## src/rd_engine_pkg.sv

```systemverilog
//==========================================================================
// Read engine package
// Widths, AXI encodings and vector types shared by the read engine blocks
//==========================================================================

package rd_engine_pkg;

    // Channel count and channel number width
    localparam int NUM_CHANNELS = 4;
    localparam int CH_ID_WIDTH  = 2;

    // AXI bus widths
    localparam int ADDR_WIDTH = 32;
    localparam int DATA_WIDTH = 64;
    // Channel number sits in the low ID bits
    localparam int ID_WIDTH   = 4;

    // Scheduler beat count and SRAM free-space count
    localparam int BEATS_WIDTH = 16;
    localparam int SPACE_WIDTH = 8;

    //==========================================================================
    // AXI encodings
    //==========================================================================
    // 8 bytes per beat
    localparam logic [2:0] AXSIZE_BEAT = 3'd3;
    localparam logic [1:0] BURST_INCR  = 2'b01;
    localparam logic [1:0] RESP_OKAY   = 2'b00;

    //==========================================================================
    // Vector types
    //==========================================================================
    typedef logic [NUM_CHANNELS-1:0] ch_mask_t;
    typedef logic [CH_ID_WIDTH-1:0]  ch_id_t;
    typedef logic [ID_WIDTH-1:0]     axi_id_t;
    typedef logic [ADDR_WIDTH-1:0]   addr_t;
    typedef logic [DATA_WIDTH-1:0]   data_t;
    // ARLEN or a beat count of one burst
    typedef logic [7:0]              len_t;
    typedef logic [BEATS_WIDTH-1:0]  beats_t;
    typedef logic [SPACE_WIDTH-1:0]  space_t;
    typedef logic [1:0]              resp_t;

endpackage

```

## src/rd_request_mask.sv

```systemverilog
//==========================================================================
// Read request mask
// Sizes the next burst of each channel and keeps a channel in the
// arbiter request only when it is valid, fits in SRAM and is idle
//==========================================================================

`timescale 1ns/1ps

module rd_request_mask (
    input  rd_engine_pkg::len_t                                    cfg_xfer_len,
    input  rd_engine_pkg::ch_mask_t                                sched_rd_valid,
    input  rd_engine_pkg::beats_t [rd_engine_pkg::NUM_CHANNELS-1:0] sched_rd_beats,
    input  rd_engine_pkg::space_t [rd_engine_pkg::NUM_CHANNELS-1:0] alloc_space_free,
    input  rd_engine_pkg::ch_mask_t                                outstanding,
    output rd_engine_pkg::len_t   [rd_engine_pkg::NUM_CHANNELS-1:0] burst_len,
    output rd_engine_pkg::ch_mask_t                                arb_request
);

    import rd_engine_pkg::*;

    // Channel has room for its whole next burst
    ch_mask_t space_ok;

    always_comb begin
        for (int i = 0; i < NUM_CHANNELS; i++) begin
            // Tail burst takes what is left, else a full configured burst
            if (sched_rd_beats[i] <= beats_t'(cfg_xfer_len) + beats_t'(1)) begin
                burst_len[i] = len_t'(sched_rd_beats[i] - beats_t'(1));
            end else begin
                burst_len[i] = cfg_xfer_len;
            end

            // One extra bit so a 256 beat burst compares correctly
            space_ok[i] = ({1'b0, alloc_space_free[i]} >= (9'(burst_len[i]) + 9'd1));

            // Only one burst per channel may be in flight
            arb_request[i] = sched_rd_valid[i] && space_ok[i] && !outstanding[i];
        end
    end

endmodule

```

## src/rd_rr_arbiter.sv

```systemverilog
//==========================================================================
// Round-robin arbiter
// Grants the first requester at or after a rotating pointer; the pointer
// moves past the winner only once the grant is acknowledged
//==========================================================================

`timescale 1ns/1ps

module rd_rr_arbiter (
    input  logic                    clk,
    input  logic                    arst_n,
    input  rd_engine_pkg::ch_mask_t request,
    input  logic                    grant_ack,
    output logic                    grant_valid,
    output rd_engine_pkg::ch_id_t   grant_id
);

    import rd_engine_pkg::*;

    // Highest priority channel for the next grant
    ch_id_t ptr;

    //==========================================================================
    // Grant selection
    //==========================================================================
    // Scan from the farthest channel back to the pointer so that the
    // nearest requester is written last and wins
    always_comb begin
        ch_id_t idx;
        grant_valid = 1'b0;
        grant_id    = '0;
        for (int k = NUM_CHANNELS - 1; k >= 0; k--) begin
            // Two bit sum wraps around the channel ring
            idx = ptr + ch_id_t'(k);
            if (request[idx]) begin
                grant_valid = 1'b1;
                grant_id    = idx;
            end
        end
    end

    //==========================================================================
    // Priority pointer
    //==========================================================================
    // Held while the AR command waits for arready
    always_ff @(posedge clk or negedge arst_n) begin
        if (!arst_n) begin
            ptr <= '0;
        end else if (grant_ack) begin
            ptr <= grant_id + 1'b1;
        end
    end

    // Acknowledge comes back from the AR handshake in the issue block
    a_ack_with_grant : assert property (
        @(posedge clk) disable iff (!arst_n)
        grant_ack |-> grant_valid
    );

endmodule

```

## src/rd_channel_tracker.sv

```systemverilog
//==========================================================================
// Channel tracker
// Per-channel burst-in-flight flags and sticky read-error flags
//==========================================================================

`timescale 1ns/1ps

module rd_channel_tracker (
    input  logic                    clk,
    input  logic                    arst_n,
    input  logic                    ar_fire,
    input  rd_engine_pkg::ch_id_t   ar_ch,
    input  logic                    r_fire,
    input  rd_engine_pkg::ch_id_t   r_ch,
    input  logic                    r_last,
    input  rd_engine_pkg::resp_t    r_resp,
    output rd_engine_pkg::ch_mask_t outstanding,
    output rd_engine_pkg::ch_mask_t rd_error
);

    import rd_engine_pkg::*;

    //==========================================================================
    // Outstanding flags
    //==========================================================================
    always_ff @(posedge clk or negedge arst_n) begin
        if (!arst_n) begin
            outstanding <= '0;
        end else begin
            for (int i = 0; i < NUM_CHANNELS; i++) begin
                // Set on the channel's AR handshake
                if (ar_fire && (ar_ch == ch_id_t'(i))) begin
                    outstanding[i] <= 1'b1;
                end
                // Last beat written after the set, so clear wins
                if (r_fire && r_last && (r_ch == ch_id_t'(i))) begin
                    outstanding[i] <= 1'b0;
                end
            end
        end
    end

    //==========================================================================
    // Sticky error flags
    //==========================================================================
    // Any non-OKAY beat marks its channel until reset
    always_ff @(posedge clk or negedge arst_n) begin
        if (!arst_n) begin
            rd_error <= '0;
        end else if (r_fire && (r_resp != RESP_OKAY)) begin
            rd_error[r_ch] <= 1'b1;
        end
    end

    // RID of a last beat must name a channel with a burst in flight
    a_last_outstanding : assert property (
        @(posedge clk) disable iff (!arst_n)
        (r_fire && r_last) |-> outstanding[r_ch]
    );

endmodule

```

## src/rd_ar_issue.sv

```systemverilog
//==========================================================================
// AR issue
// Drives the AR command from the granted channel and, one cycle after
// the handshake, pulses the SRAM pre-allocation and the issued strobe
//==========================================================================

`timescale 1ns/1ps

module rd_ar_issue (
    input  logic                                                   clk,
    input  logic                                                   arst_n,
    input  logic                                                   grant_valid,
    input  rd_engine_pkg::ch_id_t                                  grant_id,
    input  rd_engine_pkg::addr_t  [rd_engine_pkg::NUM_CHANNELS-1:0] sched_rd_addr,
    input  rd_engine_pkg::len_t   [rd_engine_pkg::NUM_CHANNELS-1:0] burst_len,
    input  logic                                                   m_axi_arready,
    output logic                                                   m_axi_arvalid,
    output rd_engine_pkg::axi_id_t                                 m_axi_arid,
    output rd_engine_pkg::addr_t                                   m_axi_araddr,
    output rd_engine_pkg::len_t                                    m_axi_arlen,
    output logic [2:0]                                             m_axi_arsize,
    output logic [1:0]                                             m_axi_arburst,
    output logic                                                   ar_fire,
    output logic                                                   alloc_req,
    output rd_engine_pkg::len_t                                    alloc_size,
    output rd_engine_pkg::axi_id_t                                 alloc_id,
    output rd_engine_pkg::ch_mask_t                                issued,
    output rd_engine_pkg::len_t   [rd_engine_pkg::NUM_CHANNELS-1:0] issued_beats
);

    import rd_engine_pkg::*;

    //==========================================================================
    // AR command
    //==========================================================================
    // Combinational so arvalid drops the cycle a channel loses its space
    assign m_axi_arvalid = grant_valid;
    // Channel number in the low ID bits, upper bits zero
    assign m_axi_arid    = axi_id_t'(grant_id);
    assign m_axi_araddr  = sched_rd_addr[grant_id];
    assign m_axi_arlen   = burst_len[grant_id];
    assign m_axi_arsize  = AXSIZE_BEAT;
    assign m_axi_arburst = BURST_INCR;

    // Handshake also acknowledges the arbiter grant
    assign ar_fire = m_axi_arvalid && m_axi_arready;

    //==========================================================================
    // Registered strobes
    //==========================================================================
    // Single cycle pulses after each accepted AR
    always_ff @(posedge clk or negedge arst_n) begin
        if (!arst_n) begin
            alloc_req <= 1'b0;
            issued    <= '0;
        end else begin
            alloc_req <= ar_fire;
            issued    <= ar_fire ? (ch_mask_t'(1) << grant_id) : '0;
        end
    end

    // Beat count is ARLEN plus one
    always_ff @(posedge clk) begin
        if (ar_fire) begin
            alloc_size             <= m_axi_arlen + len_t'(1);
            alloc_id               <= m_axi_arid;
            issued_beats[grant_id] <= m_axi_arlen + len_t'(1);
        end
    end

endmodule

```

## src/axi_read_engine.sv

```systemverilog
//==========================================================================
// AXI4 read engine
// Four-channel read engine: space-aware request masking, round-robin
// AR arbitration, SRAM pre-allocation and an unbuffered R to SRAM path
//==========================================================================

`timescale 1ns/1ps

module axi_read_engine (
    input  logic                                                   clk,
    input  logic                                                   arst_n,
    // Largest ARLEN of one burst
    input  rd_engine_pkg::len_t                                    cfg_xfer_len,

    // Scheduler requests, one entry per channel
    input  rd_engine_pkg::ch_mask_t                                sched_rd_valid,
    input  rd_engine_pkg::addr_t  [rd_engine_pkg::NUM_CHANNELS-1:0] sched_rd_addr,
    input  rd_engine_pkg::beats_t [rd_engine_pkg::NUM_CHANNELS-1:0] sched_rd_beats,
    input  rd_engine_pkg::space_t [rd_engine_pkg::NUM_CHANNELS-1:0] alloc_space_free,
    output rd_engine_pkg::ch_mask_t                                sched_rd_issued,
    output rd_engine_pkg::len_t   [rd_engine_pkg::NUM_CHANNELS-1:0] sched_rd_issued_beats,
    output rd_engine_pkg::ch_mask_t                                sched_rd_error,

    // SRAM pre-allocation
    output logic                                                   alloc_req,
    output rd_engine_pkg::len_t                                    alloc_size,
    output rd_engine_pkg::axi_id_t                                 alloc_id,

    // SRAM write port
    output logic                                                   sram_valid,
    input  logic                                                   sram_ready,
    output rd_engine_pkg::axi_id_t                                 sram_id,
    output rd_engine_pkg::data_t                                   sram_data,

    // AXI AR
    output logic                                                   m_axi_arvalid,
    input  logic                                                   m_axi_arready,
    output rd_engine_pkg::axi_id_t                                 m_axi_arid,
    output rd_engine_pkg::addr_t                                   m_axi_araddr,
    output rd_engine_pkg::len_t                                    m_axi_arlen,
    output logic [2:0]                                             m_axi_arsize,
    output logic [1:0]                                             m_axi_arburst,

    // AXI R
    input  logic                                                   m_axi_rvalid,
    output logic                                                   m_axi_rready,
    input  rd_engine_pkg::axi_id_t                                 m_axi_rid,
    input  rd_engine_pkg::data_t                                   m_axi_rdata,
    input  rd_engine_pkg::resp_t                                   m_axi_rresp,
    input  logic                                                   m_axi_rlast
);

    import rd_engine_pkg::*;

    ch_mask_t                   outstanding;
    ch_mask_t                   arb_request;
    len_t [NUM_CHANNELS-1:0]    burst_len;
    logic                       grant_valid;
    ch_id_t                     grant_id;
    logic                       ar_fire;
    logic                       r_fire;

    //==========================================================================
    // Request masking and arbitration
    //==========================================================================
    rd_request_mask u_rd_request_mask (
        .cfg_xfer_len     (cfg_xfer_len),
        .sched_rd_valid   (sched_rd_valid),
        .sched_rd_beats   (sched_rd_beats),
        .alloc_space_free (alloc_space_free),
        .outstanding      (outstanding),
        .burst_len        (burst_len),
        .arb_request      (arb_request)
    );

    rd_rr_arbiter u_rd_rr_arbiter (
        .clk         (clk),
        .arst_n      (arst_n),
        .request     (arb_request),
        .grant_ack   (ar_fire),
        .grant_valid (grant_valid),
        .grant_id    (grant_id)
    );

    //==========================================================================
    // AR issue and channel state
    //==========================================================================
    rd_ar_issue u_rd_ar_issue (
        .clk           (clk),
        .arst_n        (arst_n),
        .grant_valid   (grant_valid),
        .grant_id      (grant_id),
        .sched_rd_addr (sched_rd_addr),
        .burst_len     (burst_len),
        .m_axi_arready (m_axi_arready),
        .m_axi_arvalid (m_axi_arvalid),
        .m_axi_arid    (m_axi_arid),
        .m_axi_araddr  (m_axi_araddr),
        .m_axi_arlen   (m_axi_arlen),
        .m_axi_arsize  (m_axi_arsize),
        .m_axi_arburst (m_axi_arburst),
        .ar_fire       (ar_fire),
        .alloc_req     (alloc_req),
        .alloc_size    (alloc_size),
        .alloc_id      (alloc_id),
        .issued        (sched_rd_issued),
        .issued_beats  (sched_rd_issued_beats)
    );

    // Channel of a beat comes from the low RID bits
    rd_channel_tracker u_rd_channel_tracker (
        .clk         (clk),
        .arst_n      (arst_n),
        .ar_fire     (ar_fire),
        .ar_ch       (grant_id),
        .r_fire      (r_fire),
        .r_ch        (m_axi_rid[CH_ID_WIDTH-1:0]),
        .r_last      (m_axi_rlast),
        .r_resp      (m_axi_rresp),
        .outstanding (outstanding),
        .rd_error    (sched_rd_error)
    );

    //==========================================================================
    // R to SRAM pass-through
    //==========================================================================
    // No buffering, SRAM back-pressure goes straight to rready
    assign sram_valid   = m_axi_rvalid;
    assign sram_id      = m_axi_rid;
    assign sram_data    = m_axi_rdata;
    assign m_axi_rready = sram_ready;
    assign r_fire       = m_axi_rvalid && sram_ready;

endmodule

```

## config.mk

```make
export PLATFORM = sky130hd
export DESIGN_NAME = axi_read_engine
export DESIGN_NICKNAME = d
export VERILOG_FILES = /design/src/rd_engine_pkg.sv /design/src/rd_request_mask.sv /design/src/rd_rr_arbiter.sv /design/src/rd_channel_tracker.sv /design/src/rd_ar_issue.sv /design/src/axi_read_engine.sv
export SDC_FILE = /design/constraint.sdc
export NUM_CORES = 1
export LEC_CHECK = 0
export ABC_AREA = 0
export BUFFER_PORTS_ARGS = -buffer_cell sky130_fd_sc_hd__buf_2
export CAP_MARGIN = 0
export CORE_AREA = 4 4 185 187
export DETAILED_ROUTE_END_ITERATION = 12
export DIE_AREA = 0 0 189 191
export PLACE_DENSITY = 0.51
export SLEW_MARGIN = 15
export SYNTH_ARGS = -nofsm -noshare
export SYNTH_HDL_FRONTEND = slang
export SYNTH_HIERARCHICAL = 1
export SYNTH_SLANG_ARGS = --single-unit
export TNS_END_PERCENT = 20
```

## constraint.sdc

```tcl
create_clock -name clk -period 18.28 [get_ports clk]
set_input_delay 0 -clock clk [delete_from_list [all_inputs] [get_ports clk]]
set_output_delay 0 -clock clk [all_outputs]
set_load 0.03 [all_outputs]
```

==> results of run 1 <==
## routing by layer
metal	part of all wire	GRT usage	vias up
met2	0.51	0.296	296
met1	0.39	0.203	3263
met4	0.022	0.0418	2
met3	0.079	0.0360	54
met5	0.00041	0	-
li1	-	-	3285
## critical path: cells and delay by family
kind / cells / cell delay [ns]
compound gates: 9 / 2.27
mux: 1 / 0.64
xor+xnor: 3 / 0.58
simple gates: 11 / 2.16
buf+inv: 4 / 1.36
fa+ha+maj: 3 / 0.99
## synth_stat cells, types with 19 or more instances
master	number
mux2i_1	30
edfxtp_1	42
inv_1	34
nor3_1	25
xnor2_1	42
xor2_1	26
o21ai_0	19
buf_4	91
nor2_1	45
mux4_2	40
nand2_1	46
a21oi_1	26
ha_1	68
## final timing paths
| kind | startpoint | to | slack, ns | cells after the start |
|---|---|---|---|---|
| worst max-delay path | cfg_xfer_len[2] | u_rd_ar_issue/issued_beats[6] | 10.38 | 31 |
| worst min-delay path | m_axi_rdata[38] | sram_data[38] | 0.00001 | 0 |
| worst max register to register | u_rd_channel_tracker/outstanding[2] | u_rd_ar_issue/issued_beats[6] | 14.29 | 11 |
| worst min register to register | u_rd_channel_tracker/rd_error[3] | u_rd_channel_tracker/rd_error[3] | 0.49 | 1 |
| max in group asynchronous | arst_n | u_rd_rr_arbiter/ptr[1] | 17.83 | 2 |
| min in group asynchronous | arst_n | u_rd_channel_tracker/rd_error[3] | 0.16 | 2 |
## sequential cells by signal, summed over array words and instances, names as in the netlist
name / flops
u_rd_channel_tracker/outstanding: 4
u_rd_ar_issue/issued_beats: 32
u_rd_ar_issue/issued: 4
u_rd_channel_tracker/rd_error: 4
u_rd_ar_issue/alloc_size: 8
u_rd_ar_issue/alloc_id: 2
u_rd_ar_issue/alloc_req: 1
u_rd_rr_arbiter/ptr: 2
## kinds of logic after synthesis
family,after synthesis,share of synthesized area
AND/OR/NAND/NOR,216,0.151
buffers and inverters,147,0.123
AO/OA/AOI/OAI,126,0.124
multiplexers,83,0.179
XOR/XNOR,72,0.0901
adder cells (fa/ha/maj),69,0.114
flip-flops,57,0.217
other,2,0.000996
## per-stage QoR
step           cell area, sq um  setup WS (ns)  hold WS [ns]   util  cells
2_1_floorplan              7570          11.73        -0.296      -    779
3_3_place_gp               9100          10.36       -0.0500  0.281   1459
3_5_place_dp               9100          10.02       -0.0543  0.281   1459
4_1_cts                    9440          10.35      0.000205  0.291   1478
5_1_grt                    9440           9.46     0.0000434  0.291   1478
6_report                   9440          10.38     0.0000116  0.291   1478
## report_power, final
group / switching [W] / internal (W) / leakage (nW)
clock: 0.0000581 / 0.000107 / 0.150
sequential: 0.0000110 / 0.000175 / 0.558
combinational: 0.000275 / 0.000155 / 3.45
total: 0.000344 / 0.000437 / 4.16
## cell type report
cell class	instances	area, sq um	area share
Inverter	35	131	0.0139
Sequential cell	57	1640	0.173
Timing Repair Buffer	353	1800	0.191
Clock inverter	7	78.8	0.00835
Tap cell	442	553	0.0586
Multi-Input combinational cell	575	5010	0.531
Clock buffer	9	225	0.0239
==> results by group, run 1 <==
Outcome
  • Outcome: finished clean

Floorplanning
  • Core area: 32500 sq um
  • Placement Rows: 66
  • Die width: 189 um
  • Die height: 191 um
  • Ports: 485
  • Die Area: 36100 sq um
  • Initial core utilization: 0.232

Layout
  • Most frequent cells in the layout: buf_2 (343), ha_1 (68), nand2_1 (46)
  • Leading cell type in the layout, fill and taps excluded: buf_2
  • Diode count: 0
  • Area grow syn2layout: 25.2%
  • Nets: 1411
  • Share of cells above drive strength 1: 0.433
  • Fill count: 3500

Synth
  • Seq/Total Area, Yosys: 0.217
  • Synth top area cells: edfxtp_1 (17%), mux4_2 (12%), ha_1 (11%)
  • Top-area cell type share of the netlist area: 0.167
  • Main synth FF type: edfxtp_1
  • Library cells used by synthesis: 82
  • Yosys reg bits: 57
  • Avg Cell Area, Syn: 9.77 sq um
  • EDFF count, synth: 42
  • Yosys warnings: 6
  • Synthesized cell area: 7540 sq um
  • Post-Syn Instances: 772
  • Cell accounting for the most synthesized area: edfxtp_1
  • Async S/R FF share, synth: 0.263

Detailed routing
  • Final Routed Wirelength: 32.0 mm
  • DR vias: 6900
  • Mean routed wirelength per cell: 21.7 um
  • Drt drc: 0
  • Via/cell ratio: 4.67
  • ANT nets after route: 0
  • Starting DRT DRC Count: 462
  • DRT Pass-1 Iters: 5

Critical path
  • Slowest stage delay, CP: 0.85 ns
  • Worst Setup End Kind: flop
  • Worst EP required: 18.39 ns
  • CP Data Arrival Time: 8.01 ns
  • Max FO, Critical Path: 45
  • Startpoint Class: input pin
  • Critical path class: in2reg
  • Slowest CP cell: a22oi_2

STA
  • Slew HR: 0.316
  • RSZ-0062 raised after global routing: false
  • Fin Clk Skew: 0.00382 ns
  • Crit path time final: 7.90 ns
  • Final period utilization: 0.432
  • Final setup viols: 0
  • Worst-Margin Slew: 1.03 ns
  • Top achievable clock speed: 0.127 GHz
  • Final Max Slew Viols: 0
  • Final hold viol count: 0
  • Setup TNS: 0 ns

GRT
  • GRT Residual Overflow: 0
  • First-pass GRT wire length: 45.3 mm
  • GRT Resource Usage Total: 0.166
  • Largest net degree at the start of global routing: 46
  • Initial antenna violation count: 2
  • Vias in the first global route: 6971

Clocking
  • Root buffer cell: clkbuf_16
  • CTS Buf Count: 9
  • Post_cts resized: 0
  • Setup Buffers After CTS: 0
  • Max clock buf depth: 2
  • Worst skew pair latency: 0.32 ns
  • Worst-path clk slew: 0.05 ns
  • CTS Sinks: 57
  • CTS tree: done
  • Htree depth: 3
  • Hold buffer count at cts: 3

Power and ir drop
  • Peak supply drop: 65.3 uV
  • Power, Total: 0.000781 W
  • Power per cell area: 82.7 nW/um^2
  • Leak: 4.16 nW

Place
  • Gpl congestion: 0.897
  • DPL Wire Length: 27.9 mm
  • Buffers on Ports: 343

Flow run
  • Max-cap violation count: 0

Hold path
  • HP Class: in2out
Power figures use the tool's default switching activity.
==> run 2: changes to the inputs <==
- clock period: 18.28 -> 8.1 ns (I/O delays scaled with it)
==> results by group, run 2 (synthesis results as in run 1) <==
Outcome
  • Outcome: finished clean

Detailed routing
  • Final Routed Wirelength: 32.4 mm (+1.1%)
  • ANT nets after route: 0 (unchanged)
  • DRT Pass-1 Iters: 4 (-1)
  • Via/cell ratio: 4.72 (+1.1%)
  • DR vias: 7069 (+2.4%)
  • Starting DRT DRC Count: 460 (-0.43%)
  • Drt drc: 0 (unchanged)
  • Mean routed wirelength per cell: 21.6 um (-0.21%)

Critical path
  • Slowest stage delay, CP: 0.58 ns (-0.27 ns)
  • CP Data Arrival Time: 7.24 ns (-0.77 ns)
  • Slowest CP cell: mux4_2
  • Reg2reg start: u_rd_channel_tracker/outstanding[2]
  • Worst reg2reg path endpoint: u_rd_ar_issue/issued_beats[6]
  • Critical path class: in2out
  • Max FO, Critical Path: 24 (-47%)
  • Worst Reg2Reg Path Length in Cells: 11 (unchanged)
  • Worst Setup End Kind: output port
  • R2R setup slack: 4.30 ns (-9.99 ns)
  • Worst EP required: 8.10 ns (-10.29 ns)
  • Startpoint Class: input pin

STA
  • Setup TNS: 0 ns (unchanged)
  • Final worst setup slack: 0.856 ns (-9.52 ns)
  • RSZ-0062 raised after global routing: false
  • Final hold viol count: 0 (unchanged)
  • Top achievable clock speed: 0.138 GHz
  • Final setup viols: 0 (unchanged)
  • Slew HR: 0.452 (+0.136)
  • Worst-Margin Slew: 0.816 ns (-0.210 ns)
  • Fin Clk Skew: 0.00708 ns (+0.00326 ns)
  • Crit path time final: 7.24 ns
  • Final Max Slew Viols: 0 (unchanged)
  • Final period utilization: 0.894

GRT
  • Initial antenna violation count: 1 (-1)
  • First-pass GRT wire length: 45.0 mm (-0.79%)
  • GRT Resource Usage Total: 0.166 (about the same)
  • GRT Residual Overflow: 0 (unchanged)
  • Largest net degree at the start of global routing: 34 (-26%)
  • Vias in the first global route: 6915 (-0.80%)

Floorplanning
  • Ports: 485 (unchanged)
  • Die height: 191 um (unchanged)
  • Die width: 189 um (unchanged)
  • Core area: 32500 sq um (unchanged)
  • Initial core utilization: 0.232 (unchanged)
  • Placement Rows: 66 (unchanged)
  • Die Area: 36100 sq um (unchanged)

Layout
  • Fin cells: 1497 (+1.3%)
  • Nets: 1429 (+1.3%)
  • Leading cell type in the layout, fill and taps excluded: buf_2
  • Max reg flops: 32 (unchanged)
  • Most frequent cells in the layout: buf_2 (343), ha_1 (68), nand2_1 (46)
  • Share of cells above drive strength 1: 0.441 (+0.00778)
  • Biggest regs: u_rd_ar_issue/issued_beats (32), u_rd_ar_issue/alloc_size (8)
  • Largest reg by FF count: u_rd_ar_issue/issued_beats
  • Area grow syn2layout: 26.9%

Clocking
  • Htree depth: 3 (unchanged)
  • CTS tree: done
  • Worst skew pair latency: 0.32 ns (about the same)
  • Root buffer cell: clkbuf_16
  • Max clock buf depth: 2 (unchanged)
  • CTS Buf Count: 9 (unchanged)
  • CTS Sinks: 57 (unchanged)

Power and ir drop
  • Leak: 4.24 nW (+2.0%)
  • Switching pwr: 0.000760 W (+120%)
  • Clk pwr share: 0.203 (-0.008)
  • Power per cell area: 185 nW/um^2 (+120%)
  • Peak supply drop: 123 uV (+88%)
  • Switching share of total power: 0.429 (-0.0116)
  • P_int: 0.00101 W (+130%)
  • Seq pwr share: 0.236 (-0.002)
  • Combinational power share: 0.561 (+0.010)

Hold path
  • Hold_sp: m_axi_rdata[48]
  • HP Class: in2out
  • Hold Crit Depth: 0 (unchanged)
  • Sink of the worst hold path: sram_data[48]

Place
  • Pre-CTS WS: 0.682 ns (-9.34 ns)
  • Gpl congestion: 0.872 (-2.8%)
  • Dpl cells: 1477 (+1.2%)
  • DPL Wire Length: 28.2 mm (+1.3%)
  • Buffers on Ports: 343 (unchanged)

Flow run
  • Max-cap violation count: 0 (unchanged)
==> run 2: cell types whose count changed in the layout (fill, tap and decap cells not counted), sizes merged <==
cell    delta
diode      +1
buf       +18
clkinv     -1
clkbuf     +3
inv        -2
==> run 2: stage by stage <==
| stage | hold slack (ns) | power (W) | cell area, sq um | util |
|---|---|---|---|---|
| global route | 0.0000434 | 0.00187 | 9570 | 0.295 |
| global placement | -0.0576 | 0.00141 | 9240 | 0.285 |
| floorplan | -0.296 | 0.00115 | 7570 | - |
| CTS | 0.000205 | 0.00179 | 9560 | 0.295 |
| detailed placement | -0.0583 | 0.00142 | 9240 | 0.285 |
| finish | 0.0000116 | 0.00177 | 9570 | 0.295 |
==> run 2: repair_timing <==
action	in CTS	in global routing
hold buffers	3	0
setup endpoints to repair	0	23
hold endpoints to repair	16	0
buffers inserted	0	0
gates resized for setup	0	1
==> run 2: critical path, delay by kind of cell <==
family	cells	cell delay (ns)
mux	1	0.58
buf+inv	5	1.67
xor+xnor	1	0.24
compound gates	11	1.96
simple gates	8	1.80
fa+ha+maj	3	0.94
==> run 2: power by group through the flow <==
stage	clock network, W	logic [W]	registers, W
after floorplan	0	0.000679	0.000472
after global placement	0	0.000989	0.000425
after detailed placement	0	0.00100	0.000423
after CTS	0.000366	0.00100	0.000418
after global routing	0.000381	0.00107	0.000422
final	0.000360	0.000994	0.000418
==> run 2: layout make-up <==
type | count | area (sq um)
clock inverter | 4 | 43.8
clock buffer | 12 | 246
inverter | 35 | 131
antenna | 1 | 2.50
multi-input combinational | 575 | 5020
tap | 442 | 553
fill | 3465 | 22900
sequential | 57 | 1640
timing repair buffer | 371 | 1930
==> run 2: routing by layer <==
| metal | wire, um | part of all wire | GRT usage |
|---|---|---|---|
| met5 | 0 | 0 | 0 |
| met4 | 1080 | 0.033 | 0.0586 |
| met3 | 2740 | 0.084 | 0.0356 |
| met2 | 15800 | 0.49 | 0.288 |
| met1 | 12800 | 0.39 | 0.203 |
==> run 2: how the worst max path moves through the flow <==
stage / from / endpoint / cells after the start
after floorplan: cfg_xfer_len[2] / u_rd_ar_issue/issued_beats[10] / 29
after global placement: cfg_xfer_len[2] / m_axi_araddr[22] / 29
after detailed placement: cfg_xfer_len[2] / m_axi_araddr[12] / 29
after CTS: cfg_xfer_len[2] / m_axi_araddr[12] / 29
after global routing: cfg_xfer_len[2] / m_axi_araddr[12] / 29
final: cfg_xfer_len[2] / m_axi_araddr[12] / 29
==> run 3: changes to the inputs <==
- PLACE_DENSITY: 0.51 -> unset
- PLACE_DENSITY_LB_ADDON: unset -> 0.05
==> results by group, run 3 (synthesis results as in run 1) <==
Outcome
  • Outcome: finished clean

Clocking
  • Max clock buf depth: 2 (unchanged)
  • Post_cts resized: 0 (unchanged)
  • Root buffer cell: clkbuf_16
  • Htree depth: 3 (unchanged)
  • CTS Buf Count: 9 (unchanged)
  • Setup Buffers After CTS: 0 (unchanged)
  • Worst skew pair latency: 0.32 ns (about the same)
  • CTS tree: done
  • CTS Sinks: 57 (unchanged)

Detailed routing
  • DRT Pass-1 Iters: 5 (+1)
  • Via/cell ratio: 4.58 (-2.9%)
  • Starting DRT DRC Count: 355 (-23%)
  • Drt drc: 0 (unchanged)
  • DR vias: 6833 (-3.3%)
  • Mean routed wirelength per cell: 21.7 um (+0.50%)
  • Final Routed Wirelength: 32.4 mm (about the same)
  • ANT nets after route: 0 (unchanged)

Layout
  • Share of cells above drive strength 1: 0.438 (-0.00362)
  • Area grow syn2layout: 26.3%
  • Largest reg by FF count: u_rd_ar_issue/issued_beats
  • Nets: 1424 (-0.35%)
  • Most frequent cells in the layout: buf_2 (343), ha_1 (68), nand2_1 (46)
  • Biggest regs: u_rd_ar_issue/issued_beats (32), u_rd_ar_issue/alloc_size (8)
  • Diode count: 0 (-1)
  • Max reg flops: 32 (unchanged)
  • Leading cell type in the layout, fill and taps excluded: buf_2

GRT
  • First-pass GRT wire length: 45.9 mm (+2.2%)
  • Gr busiest metal: met2
  • Met3 GRT Util: 0.0236 (-0.0121)
  • Grt met2 use: 0.277 (-0.0115)
  • Vias in the first global route: 7042 (+1.8%)
  • M1 GR Usage: 0.235 (+0.0323)
  • Largest net degree at the start of global routing: 33 (-2.9%)
  • GRT Residual Overflow: 0 (unchanged)
  • GRT Resource Usage Total: 0.167 (+0.00172)
  • Initial antenna violation count: 3 (+2)

Power and ir drop
  • Switching share of total power: 0.430 (+0.00180)
  • P_int: 0.000998 W (-1.4%)
  • Switching pwr: 0.000754 W (-0.69%)
  • Combinational power share: 0.555 (-0.006)
  • Clk pwr share: 0.207 (+0.004)
  • Seq pwr share: 0.238 (+0.002)
  • Power, Total: 0.00175 W (-1.1%)
  • Leak: 4.22 nW (-0.59%)
  • Power per cell area: 184 nW/um^2 (-0.62%)
  • Peak supply drop: 104 uV (-15%)

Critical path
  • Worst Setup End Kind: output port
  • Slowest stage delay, CP: 0.56 ns (-0.02 ns)
  • Worst EP required: 8.10 ns (about the same)
  • CP Data Arrival Time: 7.20 ns (-0.04 ns)
  • Critical path class: in2out
  • Slowest CP cell: mux4_2
  • Max FO, Critical Path: 27 (+13%)
  • Startpoint Class: input pin

Floorplanning
  • Placement Rows: 66 (unchanged)
  • Die height: 191 um (unchanged)
  • Die width: 189 um (unchanged)
  • Initial core utilization: 0.232 (unchanged)
  • Core area: 32500 sq um (unchanged)
  • Die Area: 36100 sq um (unchanged)
  • Ports: 485 (unchanged)

STA
  • Top achievable clock speed: 0.139 GHz (+0.63%)
  • Setup TNS: 0 ns (unchanged)
  • Slew HR: 0.481 (+0.0285)
  • Final hold viol count: 0 (unchanged)
  • Final Max Slew Viols: 0 (unchanged)
  • Worst-Margin Slew: 0.774 ns (-0.0415 ns)
  • Final period utilization: 0.889 (-0.00559)
  • Crit path time final: 7.20 ns (-0.0453 ns)
  • RSZ-0062 raised after global routing: false
  • Fin Clk Skew: 0.00779 ns (+0.000716 ns)
  • Final setup viols: 0 (unchanged)

Hold path
  • HP Class: in2out

Place
  • Gpl congestion: 0.798 (-8.4%)
  • DPL Wire Length: 28.0 mm (-0.74%)
  • Buffers on Ports: 343 (unchanged)

Flow run
  • Max-cap violation count: 0 (unchanged)
-- run 3: cell count changes in the layout (fill, tap and decap cells not counted), sizes merged --
cell / before / now
buf: 368 / 363
diode: 1 / 0
-- run 3: per-layer routing --
| metal | routed length [um] | part of all wire |
|---|---|---|
| met5 | 0 | 0 |
| met4 | 402 | 0.012 |
| met2 | 15400 | 0.47 |
| met3 | 1680 | 0.052 |
| met1 | 14900 | 0.46 |
-- run 3: worst max-delay path: cells and delay by family --
| family | cells | cell delay [ns] |
|---|---|---|
| muxes | 1 | 0.56 |
| buffers and inverters | 6 | 1.83 |
| AOI/OAI and AO/OA | 9 | 1.71 |
| and+or+nand+nor | 10 | 1.84 |
| xor gates and xnor gates | 2 | 0.28 |
| adders and majority gates | 3 | 0.94 |
-- run 3: per-stage QoR --
stage / instances / setup WS, ns / hold WS (ns) / cell area [sq um] / util
after floorplan: 779 / 1.55 / -0.296 / 7570 / -
after global placement: 1472 / 0.615 / -0.0595 / 9200 / 0.284
after detailed placement: 1472 / 0.777 / -0.0555 / 9200 / 0.284
after CTS: 1491 / 0.767 / 0.000205 / 9520 / 0.293
after global routing: 1491 / 0.0909 / 0.0000434 / 9520 / 0.293
final: 1491 / 0.901 / 0.0000116 / 9520 / 0.293
-- run 3: cell type report --
type	instances	area [sq um]
tap	442	553
timing repair buffer	366	1900
inverter	35	131
clock buffer	12	246
sequential	57	1640
clock inverter	4	43.8
multi-input combinational	575	5010
fill	3567	22900
-- run 3: path summary, 6_finish.rpt --
kind                                                    end  cells past startpoint  slack, ns                                start
min reg2reg                u_rd_channel_tracker/rd_error[3]                      1       0.47     u_rd_channel_tracker/rd_error[3]
max reg2reg                     u_rd_ar_issue/alloc_size[6]                     11       4.40  u_rd_channel_tracker/outstanding[2]
min in group asynchronous  u_rd_channel_tracker/rd_error[1]                      2       0.13                               arst_n
max                                        m_axi_araddr[24]                     31       0.90                      cfg_xfer_len[2]
max in group asynchronous           u_rd_ar_issue/issued[0]                      2       7.70                               arst_n
min                                           sram_data[41]                      0    0.00001                      m_axi_rdata[41]
-- run 3: power groups by stage --
stage                     sequential (W)  clock (W)  combinational (W)
after floorplan                 0.000472          0           0.000679
final                           0.000418   0.000363           0.000972
after CTS                       0.000418   0.000369           0.000988
after global routing            0.000423   0.000385            0.00105
after global placement          0.000426          0           0.000989
after detailed placement        0.000423          0           0.000985
-- run 3: repair_timing --
| action | CTS | global route |
|---|---|---|
| hold buffers | 3 | 0 |
| endpoints found under the hold margin | 16 | 0 |
| endpoints found under the setup margin | 0 | 0 |
